$ cat src/hw/core_demux_pkg.sv
// Shared address map, width types and target encoding of the core data demux
`default_nettype none

package core_demux_pkg;

  // ****************************************
  // Widths
  // ****************************************
  localparam int unsigned ADDR_WIDTH         = 32;  // Fixed by the memory map
  localparam int unsigned REGION_LSB         = 20;  // Region field is addr[31:20]
  localparam int unsigned CLUSTER_ID_WIDTH   = 6;
  localparam int unsigned DATA_WIDTH_DEFAULT = 32;

  typedef logic [ADDR_WIDTH-1:0]            addr_t;
  typedef logic [ADDR_WIDTH-REGION_LSB-1:0] region_t;
  typedef logic [CLUSTER_ID_WIDTH-1:0]      cluster_id_t;

  // ****************************************
  // Memory map
  // ****************************************
  localparam region_t CLUSTER_REGION_BASE = 12'h100;  // First region of cluster 0
  localparam region_t REGIONS_PER_CLUSTER = 12'd4;

  // Offsets from the first region of a cluster
  localparam region_t TCDM_RW_OFS = 12'd0;  // TCDM read/write
  localparam region_t TCDM_TS_OFS = 12'd1;  // TCDM test-and-set
  localparam region_t DEM_PER_OFS = 12'd2;  // Demux peripherals

  // Inside the demux peripheral region this bit picks the external port
  localparam int unsigned EXT_SELECT_BIT = 14;

  // ****************************************
  // Target encoding
  // ****************************************
  typedef enum logic [1:0] {
    SH,   // Shared TCDM side
    PE,   // Peripheral interconnect
    EXT   // External demux peripherals
  } dest_e;

endpackage

`default_nettype wire

$ cat src/hw/addr_decoder.sv
// Address decoder that maps a core data address onto its target port
`default_nettype none

module addr_decoder
  import core_demux_pkg::*;
(
  input  wire addr_t       addr_i,
  input  wire cluster_id_t cluster_id_i,
  output dest_e            dest_o
);

  region_t addr_region;
  region_t cluster_base;
  region_t tcdm_rw_region;
  region_t tcdm_ts_region;
  region_t dem_per_region;

  assign addr_region = addr_i[ADDR_WIDTH-1:REGION_LSB];

  // ****************************************
  // Cluster regions
  // ****************************************

  // The cluster block moves by four regions per cluster ID
  assign cluster_base = CLUSTER_REGION_BASE
                      + region_t'(cluster_id_i) * REGIONS_PER_CLUSTER;

  assign tcdm_rw_region = cluster_base + TCDM_RW_OFS;
  assign tcdm_ts_region = cluster_base + TCDM_TS_OFS;
  assign dem_per_region = cluster_base + DEM_PER_OFS;

  // ****************************************
  // Destination
  // ****************************************
  always_comb
  begin
    if ((addr_region == tcdm_rw_region) || (addr_region == tcdm_ts_region))
    begin
      dest_o = SH;  // Both TCDM views
    end
    else if (addr_region == dem_per_region)
    begin
      // Upper half of the demux peripheral region sits outside the cluster bus
      if (addr_i[EXT_SELECT_BIT])
      begin
        dest_o = EXT;
      end
      else
      begin
        dest_o = PE;
      end
    end
    else
    begin
      dest_o = PE;  // Cluster peripherals and the rest of the map
    end
  end

endmodule

`default_nettype wire

$ cat src/hw/core_demux.sv
// Data-side demux of a core towards the cluster TCDM, external and peripheral ports
`default_nettype none

module core_demux
  import core_demux_pkg::*;
#(
  parameter int unsigned  DATA_WIDTH = DATA_WIDTH_DEFAULT,
  localparam int unsigned BE_WIDTH   = DATA_WIDTH / 8
)
(
  input  wire logic                  clk,
  input  wire logic                  rst_ni,

  // Core side
  input  wire logic                  data_req_i,
  input  wire addr_t                 data_add_i,
  input  wire logic                  data_wen_i,
  input  wire logic [DATA_WIDTH-1:0] data_wdata_i,
  input  wire logic [BE_WIDTH-1:0]   data_be_i,
  output logic                       data_gnt_o,
  output logic                       data_r_valid_o,
  output logic [DATA_WIDTH-1:0]      data_r_rdata_o,
  output logic                       data_r_opc_o,

  // Shared TCDM port
  output logic                       sh_req_o,
  output addr_t                      sh_addr_o,
  output logic                       sh_wen_o,
  output logic [DATA_WIDTH-1:0]      sh_wdata_o,
  output logic [BE_WIDTH-1:0]        sh_be_o,
  input  wire logic                  sh_gnt_i,
  input  wire logic                  sh_r_valid_i,
  input  wire logic [DATA_WIDTH-1:0] sh_r_rdata_i,

  // External demux peripheral port
  output logic                       ext_req_o,
  output addr_t                      ext_addr_o,
  output logic                       ext_wen_o,
  output logic [DATA_WIDTH-1:0]      ext_wdata_o,
  output logic [BE_WIDTH-1:0]        ext_be_o,
  input  wire logic                  ext_gnt_i,
  input  wire logic                  ext_r_valid_i,
  input  wire logic                  ext_r_opc_i,
  input  wire logic [DATA_WIDTH-1:0] ext_r_rdata_i,

  // Peripheral interconnect port
  output logic                       pe_req_o,
  output addr_t                      pe_addr_o,
  output logic                       pe_wen_o,
  output logic [DATA_WIDTH-1:0]      pe_wdata_o,
  output logic [BE_WIDTH-1:0]        pe_be_o,
  input  wire logic                  pe_gnt_i,
  input  wire logic                  pe_r_valid_i,
  input  wire logic                  pe_r_opc_i,
  input  wire logic [DATA_WIDTH-1:0] pe_r_rdata_i,

  // Performance pulses
  output logic                       perf_l2_ld_o,
  output logic                       perf_l2_st_o,
  output logic                       perf_l2_ld_cyc_o,
  output logic                       perf_l2_st_cyc_o,

  input  wire cluster_id_t           cluster_id_i
);

  dest_e                 dest;
  logic                  periph_req;      // Router to sequencer
  logic                  periph_gnt;      // Sequencer back to router
  logic                  periph_r_valid;
  logic                  periph_r_opc;
  logic [DATA_WIDTH-1:0] periph_r_rdata;

  // ****************************************
  // Request fields shared by all ports
  // ****************************************
  assign sh_addr_o   = data_add_i;
  assign sh_wen_o    = data_wen_i;
  assign sh_wdata_o  = data_wdata_i;
  assign sh_be_o     = data_be_i;

  assign ext_addr_o  = data_add_i;
  assign ext_wen_o   = data_wen_i;
  assign ext_wdata_o = data_wdata_i;
  assign ext_be_o    = data_be_i;

  assign pe_addr_o   = data_add_i;
  assign pe_wen_o    = data_wen_i;
  assign pe_wdata_o  = data_wdata_i;
  assign pe_be_o     = data_be_i;

  // ****************************************
  // Decode, routing and sequencing
  // ****************************************
  addr_decoder addr_decoder_i (
    .addr_i       (data_add_i),
    .cluster_id_i (cluster_id_i),
    .dest_o       (dest)
  );

  req_router req_router_i (
    .data_req_i       (data_req_i),
    .data_wen_i       (data_wen_i),
    .dest_i           (dest),
    .data_gnt_o       (data_gnt_o),
    .sh_req_o         (sh_req_o),
    .sh_gnt_i         (sh_gnt_i),
    .ext_req_o        (ext_req_o),
    .ext_gnt_i        (ext_gnt_i),
    .pe_req_o         (periph_req),
    .pe_gnt_i         (periph_gnt),
    .perf_l2_ld_o     (perf_l2_ld_o),
    .perf_l2_st_o     (perf_l2_st_o),
    .perf_l2_ld_cyc_o (perf_l2_ld_cyc_o),
    .perf_l2_st_cyc_o (perf_l2_st_cyc_o)
  );

  periph_txn_fsm #(
    .DATA_WIDTH (DATA_WIDTH)
  ) periph_txn_fsm_i (
    .clk          (clk),
    .rst_ni       (rst_ni),
    .req_i        (periph_req),
    .gnt_o        (periph_gnt),
    .pe_req_o     (pe_req_o),
    .pe_gnt_i     (pe_gnt_i),
    .pe_r_valid_i (pe_r_valid_i),
    .pe_r_opc_i   (pe_r_opc_i),
    .pe_r_rdata_i (pe_r_rdata_i),
    .r_valid_o    (periph_r_valid),
    .r_opc_o      (periph_r_opc),
    .r_rdata_o    (periph_r_rdata)
  );

  // ****************************************
  // Response path
  // ****************************************
  resp_select #(
    .DATA_WIDTH (DATA_WIDTH)
  ) resp_select_i (
    .clk            (clk),
    .rst_ni         (rst_ni),
    .data_req_i     (data_req_i),
    .dest_i         (dest),
    .sh_r_valid_i   (sh_r_valid_i),
    .sh_r_rdata_i   (sh_r_rdata_i),
    .ext_r_valid_i  (ext_r_valid_i),
    .ext_r_opc_i    (ext_r_opc_i),
    .ext_r_rdata_i  (ext_r_rdata_i),
    .pe_r_valid_i   (periph_r_valid),
    .pe_r_opc_i     (periph_r_opc),
    .pe_r_rdata_i   (periph_r_rdata),
    .data_r_valid_o (data_r_valid_o),
    .data_r_opc_o   (data_r_opc_o),
    .data_r_rdata_o (data_r_rdata_o)
  );

endmodule

`default_nettype wire

$ cat src/hw/periph_txn_fsm.sv
// Peripheral transaction sequencer with a two-stage response delay
`default_nettype none

module periph_txn_fsm
  import core_demux_pkg::*;
#(
  parameter int unsigned DATA_WIDTH = DATA_WIDTH_DEFAULT
)
(
  input  wire logic                  clk,
  input  wire logic                  rst_ni,

  // Router side
  input  wire logic                  req_i,
  output logic                       gnt_o,

  // Peripheral interconnect
  output logic                       pe_req_o,
  input  wire logic                  pe_gnt_i,
  input  wire logic                  pe_r_valid_i,
  input  wire logic                  pe_r_opc_i,
  input  wire logic [DATA_WIDTH-1:0] pe_r_rdata_i,

  // Delayed response towards the core
  output logic                       r_valid_o,
  output logic                       r_opc_o,
  output logic [DATA_WIDTH-1:0]      r_rdata_o
);

  typedef enum logic [1:0] {
    IDLE,
    PENDING,
    GRANTED
  } state_e;

  state_e state_q;
  state_e state_d;

  logic                  valid_s1_q;
  logic                  opc_s1_q;
  logic [DATA_WIDTH-1:0] rdata_s1_q;

  // ****************************************
  // Transaction sequencer
  // ****************************************
  always_ff @(posedge clk, negedge rst_ni)
  begin
    if (!rst_ni)
    begin
      state_q <= IDLE;
    end
    else
    begin
      state_q <= state_d;
    end
  end

  always_comb
  begin
    state_d  = state_q;
    pe_req_o = 1'b0;
    gnt_o    = 1'b0;

    case (state_q)
      IDLE:
      begin
        pe_req_o = req_i;  // Forwarded in the cycle of the core request
        if (req_i && pe_gnt_i)
        begin
          state_d = PENDING;
        end
      end

      PENDING:
      begin
        if (pe_r_valid_i)
        begin
          state_d = GRANTED;
        end
      end

      GRANTED:
      begin
        gnt_o   = 1'b1;  // Core sees its grant only once the peripheral answered
        state_d = IDLE;
      end

      default: state_d = IDLE;
    endcase
  end

  // ****************************************
  // Response pipeline
  // ****************************************
  always_ff @(posedge clk, negedge rst_ni)
  begin
    if (!rst_ni)
    begin
      valid_s1_q <= 1'b0;
      r_valid_o  <= 1'b0;
    end
    else
    begin
      valid_s1_q <= pe_r_valid_i;
      r_valid_o  <= valid_s1_q;
    end
  end

  always_ff @(posedge clk)
  begin
    if (pe_r_valid_i)
    begin
      rdata_s1_q <= pe_r_rdata_i;
      opc_s1_q   <= pe_r_opc_i;
    end
    if (valid_s1_q)
    begin
      r_rdata_o <= rdata_s1_q;
      r_opc_o   <= opc_s1_q;
    end
  end

  // A peripheral reply only comes while the sequencer waits for it
  reply_when_pending_a: assert property (@(posedge clk) disable iff (!rst_ni)
    pe_r_valid_i |-> (state_q == PENDING))
    else $error("periph_txn_fsm: peripheral reply outside PENDING");

endmodule

`default_nettype wire

$ cat src/hw/req_router.sv
// Request router that steers the core request to one target and returns its grant
`default_nettype none

module req_router
  import core_demux_pkg::*;
(
  // Core side
  input  wire logic  data_req_i,
  input  wire logic  data_wen_i,   // 1 for a read
  input  wire dest_e dest_i,
  output logic       data_gnt_o,

  // Shared TCDM port
  output logic       sh_req_o,
  input  wire logic  sh_gnt_i,

  // External port
  output logic       ext_req_o,
  input  wire logic  ext_gnt_i,

  // Peripheral sequencer
  output logic       pe_req_o,
  input  wire logic  pe_gnt_i,

  // Performance pulses
  output logic       perf_l2_ld_o,      // Granted L2 load
  output logic       perf_l2_st_o,      // Granted L2 store
  output logic       perf_l2_ld_cyc_o,  // Cycle spent on an L2 load
  output logic       perf_l2_st_cyc_o   // Cycle spent on an L2 store
);

  logic l2_req;
  logic path_gnt;

  // ****************************************
  // Request steering
  // ****************************************
  assign sh_req_o  = data_req_i && (dest_i == SH);
  assign ext_req_o = data_req_i && (dest_i == EXT);
  assign pe_req_o  = data_req_i && (dest_i == PE);

  always_comb
  begin
    case (dest_i)
      SH:      path_gnt = sh_gnt_i;
      EXT:     path_gnt = ext_gnt_i;
      PE:      path_gnt = pe_gnt_i;
      default: path_gnt = 1'b0;
    endcase
  end

  assign data_gnt_o = data_req_i & path_gnt;

  // ****************************************
  // L2 performance pulses
  // ****************************************

  // Anything that leaves the cluster TCDM counts as L2 traffic
  assign l2_req = data_req_i && (dest_i != SH);

  assign perf_l2_ld_o     = l2_req & data_gnt_o & data_wen_i;
  assign perf_l2_st_o     = l2_req & data_gnt_o & ~data_wen_i;
  assign perf_l2_ld_cyc_o = l2_req & data_wen_i;
  assign perf_l2_st_cyc_o = l2_req & ~data_wen_i;

endmodule

`default_nettype wire

$ cat src/hw/resp_select.sv
// Response multiplexer that follows the destination of the last core request
`default_nettype none

module resp_select
  import core_demux_pkg::*;
#(
  parameter int unsigned DATA_WIDTH = DATA_WIDTH_DEFAULT
)
(
  input  wire logic                  clk,
  input  wire logic                  rst_ni,
  input  wire logic                  data_req_i,
  input  wire dest_e                 dest_i,

  // Shared TCDM response
  input  wire logic                  sh_r_valid_i,
  input  wire logic [DATA_WIDTH-1:0] sh_r_rdata_i,

  // External response
  input  wire logic                  ext_r_valid_i,
  input  wire logic                  ext_r_opc_i,
  input  wire logic [DATA_WIDTH-1:0] ext_r_rdata_i,

  // Delayed peripheral response
  input  wire logic                  pe_r_valid_i,
  input  wire logic                  pe_r_opc_i,
  input  wire logic [DATA_WIDTH-1:0] pe_r_rdata_i,

  // Core response
  output logic                       data_r_valid_o,
  output logic                       data_r_opc_o,
  output logic [DATA_WIDTH-1:0]      data_r_rdata_o
);

  dest_e resp_dest_q;

  // Follows every request cycle so the held request keeps it stable
  always_ff @(posedge clk, negedge rst_ni)
  begin
    if (!rst_ni)
    begin
      resp_dest_q <= SH;
    end
    else if (data_req_i)
    begin
      resp_dest_q <= dest_i;
    end
  end

  always_comb
  begin
    case (resp_dest_q)
      SH:
      begin
        data_r_valid_o = sh_r_valid_i;
        data_r_rdata_o = sh_r_rdata_i;
        data_r_opc_o   = 1'b0;  // TCDM never reports an error
      end
      EXT:
      begin
        data_r_valid_o = ext_r_valid_i;
        data_r_rdata_o = ext_r_rdata_i;
        data_r_opc_o   = ext_r_opc_i;
      end
      PE:
      begin
        data_r_valid_o = pe_r_valid_i;
        data_r_rdata_o = pe_r_rdata_i;
        data_r_opc_o   = pe_r_opc_i;
      end
      default:
      begin
        data_r_valid_o = 1'b0;
        data_r_rdata_o = sh_r_rdata_i;
        data_r_opc_o   = 1'b0;
      end
    endcase
  end

  // A returning response must find its own path still selected
  resp_routed_a: assert property (@(posedge clk) disable iff (!rst_ni)
    (sh_r_valid_i || ext_r_valid_i || pe_r_valid_i) |-> data_r_valid_o)
    else $error("resp_select: response arrived on a path that is not selected");

endmodule

`default_nettype wire

$ cat config.mk
export PLATFORM = sky130hd
export DESIGN_NAME = core_demux
export DESIGN_NICKNAME = d
export VERILOG_FILES = /design/src/hw/core_demux_pkg.sv /design/src/hw/addr_decoder.sv /design/src/hw/core_demux.sv /design/src/hw/periph_txn_fsm.sv /design/src/hw/req_router.sv /design/src/hw/resp_select.sv
export SDC_FILE = /design/constraint.sdc
export NUM_CORES = 1
export LEC_CHECK = 0
export ABC_AREA = 1
export BUFFER_PORTS_ARGS = -buffer_cell sky130_fd_sc_hd__buf_2
export CAP_MARGIN = 10
export CELL_PAD_IN_SITES_DETAIL_PLACEMENT = 1
export CELL_PAD_IN_SITES_GLOBAL_PLACEMENT = 2
export CORE_AREA = 4 4 165 167
export CTS_BUF_LIST = sky130_fd_sc_hd__clkbuf_4
export CTS_CLUSTER_DIAMETER = 30
export CTS_CLUSTER_SIZE = 28
export DETAILED_ROUTE_END_ITERATION = 10
export DIE_AREA = 0 0 169 171
export HOLD_SLACK_MARGIN = 0.08
export PLACE_DENSITY_LB_ADDON = 0.2
export SLEW_MARGIN = 20
export SYNTH_ARGS = -nofsm -noshare
export SYNTH_HDL_FRONTEND = slang
export SYNTH_SLANG_ARGS = --single-unit
$ cat constraint.sdc
create_clock -name clk -period 2.25 [get_ports clk]
set_input_delay 0 -clock clk [delete_from_list [all_inputs] [get_ports clk]]
set_output_delay 0 -clock clk [all_outputs]
set_load 0.005 [all_outputs]
# Word-level counts from Yosys, hierarchy flattened
# Index checks and enable logic that the tools add are counted.
# word_totals
regBits	72
inputBits	182
output_inout_bits	249
elab_cells	52
# classes
add_sub_neg	3
eq_ne	11
muxes	12
bitwise	7
reduce_logical	11
# op_table
operator	n
32-bit one-hot mux with 2 select lines	1
12-bit == test	3
12-bit by 1-bit adder with 12-bit output (second input constant)	1
12-bit by 2-bit adder with 12-bit output (second input constant)	1
9-bit by 8-bit adder with 10-bit output (first input constant)	1
2-bit two-way mux	5
1-bit bitwise AND	6
2-bit by 1-bit == test with 1-bit output (second input constant)	3
2-bit == test (second input constant)	3
2-bit zero test	3
1-bit one-hot mux with 3 select lines	2
1-bit logical AND	5
2-bit one-hot mux with 2 select lines	1
1-bit two-way mux	2
2-bit by 1-bit != test with 1-bit output (second input constant)	1
2-bit != test (second input constant)	1
1-bit one-hot mux with 2 select lines	1
2-bit AND reduction	1
2-bit nonzero test	1
1-bit logical OR	1
1-bit NOT	1

# Depth between registers and ports, before layout
# depth
word_depth	10
ltp_mapped	10
mapped_depth_nobuf	10

# By module
# A second synthesis with hierarchy kept.
# hier_totals
cells_unflattened	578
hier_area_um2	5049.8
# by_module_without_submodules
mod	n_inst	cells_each	area_per_inst_um2	seq_area_each_um2
periph_txn_fsm	1	81	2135.8	2082.0
core_demux	1	207	1554.0	0.0
resp_select	1	230	1086.0	50.0
addr_decoder	1	40	180.2	0.0
req_router	1	20	93.8	0.0

# Worst setup path after synthesis
# No wires, ideal clock.
# synth_timing
path_type	register to register
start	register periph_txn_fsm_i.valid_s1_q
end	register periph_txn_fsm_i.r_opc_o, enable pin
setup_ns	0.390
arrival_time_ns	0.969
required_ns	1.860
setup_slack_ns	0.891
path_stages_with_launch	1
n_path_buf	0
period_less_slack_ns	1.359
path_cell_list	dfrtp_1
# synth_lines
item	line_no	source
from (decl)	periph_txn_fsm.sv:39	logic valid_s1_q;
from (signal assigned)	periph_txn_fsm.sv:104	valid_s1_q <= pe_r_valid_i;
to (signal assigned)	periph_txn_fsm.sv:119	r_opc_o <= opc_s1_q;
to (decl)	periph_txn_fsm.sv:26	output logic r_opc_o,
# No word-level cell between the ends.

# Worst setup path after layout
# layout_timing
start	register resp_select_i.resp_dest_q[1]
end	output data_r_rdata_o[21]
# layout_via
elab_chain_cells	2
elab_cells_between_ends	3
classes_between	eq/ne: 2; mux: 1
# layout_lines
item	line_no	source
from (decl)	resp_select.sv:35	dest_e resp_dest_q;
from (signal assigned)	resp_select.sv:46	resp_dest_q <= dest_i;
2-bit by 1-bit == test with 1-bit output / 2-bit == test (equally long branches)	resp_select.sv:52	case (resp_dest_q)
32-bit one-hot mux with 2 select lines (*)	resp_select.sv:52	
to (decl)	core_demux.sv:22	output logic [DATA_WIDTH-1:0] data_r_rdata_o,
# Every way passes the cells marked *; elsewhere a longest branch is shown, timed or not.

==> results_dict.tcl <==
set metrics [dict create \
    crit_path_top_delay_cell "dfrtp_1" \
    hold_viol 0 \
    wl_per_cell_um 18.0 \
    comb_power_share 0.218 \
    path_class "register to primary output" \
    core_um2 25800 \
    grt_pass1_wl_mm 23.5 \
    hold_ws_ns 0.206 \
    dr_total_vias 3528 \
    syn_nets 689 \
    remaining_drc_errors 0 \
    intPower_mw 2.39 \
    slew_headroom 0.680 \
    rows 59 \
    clk_pin_slew_ns 0.11 \
    r2r_cells 4 \
    startpoint_type "register" \
    endpoint_kind "primary output" \
    first_iter_violations 86 \
    setup_ws_ns 0.191 \
    grt_usage 0.108 \
    cp.arrival_ns 2.06 \
    overflow 0 \
    ys_warn_count 0 \
    min_path_cells 2 \
    clock-root-buffer "clkbuf_4" \
    clockBufferDepth 2 \
    gp_congestion 0.767 \
    synthArstFlopShare 0.0833 \
    fin_total_pwr_mw 3.28 \
    dp_hpwl_mm 13.5 \
    clk_latency_ns 0.43 \
    routed_wl_mm 17.0 \
    cts_htree_levels 3 \
    post-place-ws_ns 0.651 \
    synth_top_area_cell "edfxtp_1" \
    tritoncts "done" \
    portBuffers 210 \
    maxSlewViolCount 0 \
    net-switching-power_mw 0.895 \
    die_area_um2 28900 \
    seqCellArea_um2 2130 \
    clock_sinks 72 \
    grt_max_degree 22 \
    pin_count 431 \
    crit_path_max_fanout 19 \
    power_density_nw_per_um2 564 \
    synth.distinct_cells 25 \
    routed_via_density 3.73 \
    synth_most_common_cell "buf_4" \
    fp.dieH_um 171 \
    worst_pin_slew_ns 0.480 \
    syn_to_final_growth_pct 22.8 \
    max_stage_delay_ns 0.45 \
    synth_common_cells "207 x buf_4, 67 x a21oi_1, 66 x edfxtp_1, 56 x nand2_1, 37 x nor2_1" \
    drive_above_1_share 0.410 \
    maxCapViolCount 0 \
    multi_input_area_um2 925 \
    seq_area_frac_synth 0.450 \
    post-route-period-util 0.915 \
    clock_skew_ns 0.0154 \
    synth_area_um2 4730 \
    crit_path_frequent_cell "a21oi_1" \
    synth_edf_count 66 \
    ir_worst_vdd_uv 216 \
    ant_nets 0 \
    first_pass_iters 4 \
    status "completed" \
    antenna_found_initial 2 \
    cp_cell_sequence "inv_1 > ha_2 > buf_12 > a21oi_1 > a21oi_1 > buf_2" \
    required_ns 2.25 \
    cts_setup_buffers 0 \
    synth_seq_cells 72 \
    cts_buffers 9 \
    timing.fmax_mhz 486 \
    synth_area_leaders "edfxtp_1 42%, buf_4 33%, a21oi_1 7.1%" \
    finalSetupViolCount 0 \
    fillers 3017 \
    hp-class "input port to primary output" \
    min_period_ns 2.06 \
    yosys.area.top_type_share 0.419 \
    syn_inst 503 \
    die-width_um 169 \
    initial_core_util 0.184 \
    sequentialPowerShare 0.498 \
    switching_share 0.273 \
    finalNetCount 791 \
    clockPowerShare 0.284 \
    grt_pass1_vias 3888 \
    p_leak_nw 2.50 \
    synth.avg_cell_area_um2 9.41 \
    synth-main-ff-cell "edfxtp_1" \
]
==> final timing paths <==
check,slack [ns],endpoint,startpoint
setup reg to reg,0.92,periph_txn_fsm_i.state_q[0],periph_txn_fsm_i.state_q[0]
max in group asynchronous,1.38,periph_txn_fsm_i.valid_s1_q,rst_ni
hold reg to reg,0.43,periph_txn_fsm_i.r_rdata_o[22],periph_txn_fsm_i.rdata_s1_q[22]
hold / removal,0.21,pe_addr_o[28],data_add_i[28]
min in group asynchronous,0.57,periph_txn_fsm_i.r_valid_o,rst_ni
setup / recovery,0.19,data_r_rdata_o[21],resp_select_i.resp_dest_q[1]
==> state kept, by name, indices dropped and copies added, names as in the netlist <==
register / flops
periph_txn_fsm_i.r_rdata_o: 32
periph_txn_fsm_i.rdata_s1_q: 32
periph_txn_fsm_i.state_q: 2
resp_select_i.resp_dest_q: 2
periph_txn_fsm_i.opc_s1_q: 1
periph_txn_fsm_i.r_opc_o: 1
periph_txn_fsm_i.r_valid_o: 1
periph_txn_fsm_i.valid_s1_q: 1
==> kinds of logic after synthesis <==
logic type | after synthesis | synth area share
compound gates | 71 | 0.0772
xor+xnor | 3 | 0.00555
flops | 72 | 0.450
buf+inv | 242 | 0.357
fa+ha+maj | 4 | 0.0106
simple gates | 111 | 0.0989
==> through the flow <==
| stage | utilization | instances | TNS (ns) | instance area, um^2 |
|---|---|---|---|---|
| finish | 0.226 | 946 | 0 | 5810 |
| global route | 0.226 | 946 | -0.000335 | 5810 |
| CTS | 0.225 | 945 | 0 | 5800 |
| detailed placement | 0.182 | 835 | 0 | 4700 |
| global placement | 0.182 | 835 | 0 | 4700 |
| floorplan | - | 503 | 0 | 4730 |
==> routing by layer <==
layer	GRT usage	wire length (um)	vias to the layer above
li1	-	-	1645
met2	0.212	9440	229
met3	0.0360	1450	12
met1	0.111	5920	1640
met5	0	13	-
met4	0.0256	163	2
==> power by group through the flow <==
stage,logic (mW),registers (mW),clock network [mW]
CTS,0.742,1.64,1.01
finish,0.717,1.63,0.932
global route,0.805,1.65,1.06
global placement,0.521,1.66,0
floorplan,0.470,1.65,0
detailed placement,0.526,1.66,0
==> area by class of cell <==
type                    instances  area share
well taps                     335      0.0721
repair buffers                313       0.361
inverters                      20      0.0129
clock inverters                 7      0.0161
multi-input cells             189       0.159
diodes                          1    0.000430
flip-flops and latches         72       0.367
clock buffers                   9      0.0116
==> placed cells by master, fill, tap and decap left out <==
cell type,netlist,layout
buf_2,5,210
dlygate4sd3_1,0,94
a21oi_1,67,67
edfxtp_1,66,66
nand2_1,56,56
nor2_1,37,37
inv_1,19,19
clkbuf_4,0,9
buf_4,207,6
dfrtp_1,6,5
nor2_2,4,4
nand3_1,4,4
xnor2_1,3,3
buf_12,0,3
nand2_2,2,2
nor2_4,2,2
nand3b_1,2,2
ha_1,4,2
clkinvlp_4,0,2
clkinv_2,0,2
bufinv_16,0,2
diode_2,0,1
a31o_2,1,1
a21oi_2,1,1
inv_2,1,1
nor3_1,1,1
nor4_1,1,1
or2_2,1,1
nand4_1,1,1
o21ai_0,1,1
o21bai_1,1,1
ha_4,0,1
ha_2,0,1
inv_6,0,1
dfrtp_2,0,1
==> worst max-delay path: cells and delay by family (launching register included) <==
kind,cells,cell delay [ns]
DFF,1,0.45
adders and majority gates,1,0.45
AOI/OAI and AO/OA,2,0.25
buffers and inverters,3,0.48
==> what timing repair did <==
item                                   in CTS  in global routing
setup endpoints to repair                   0                  1
hold buffers                               94                  0
endpoints found under the hold margin     223                  0
gates resized for setup                     0                  1
Note: power is estimated with default switching activity, not from simulation.
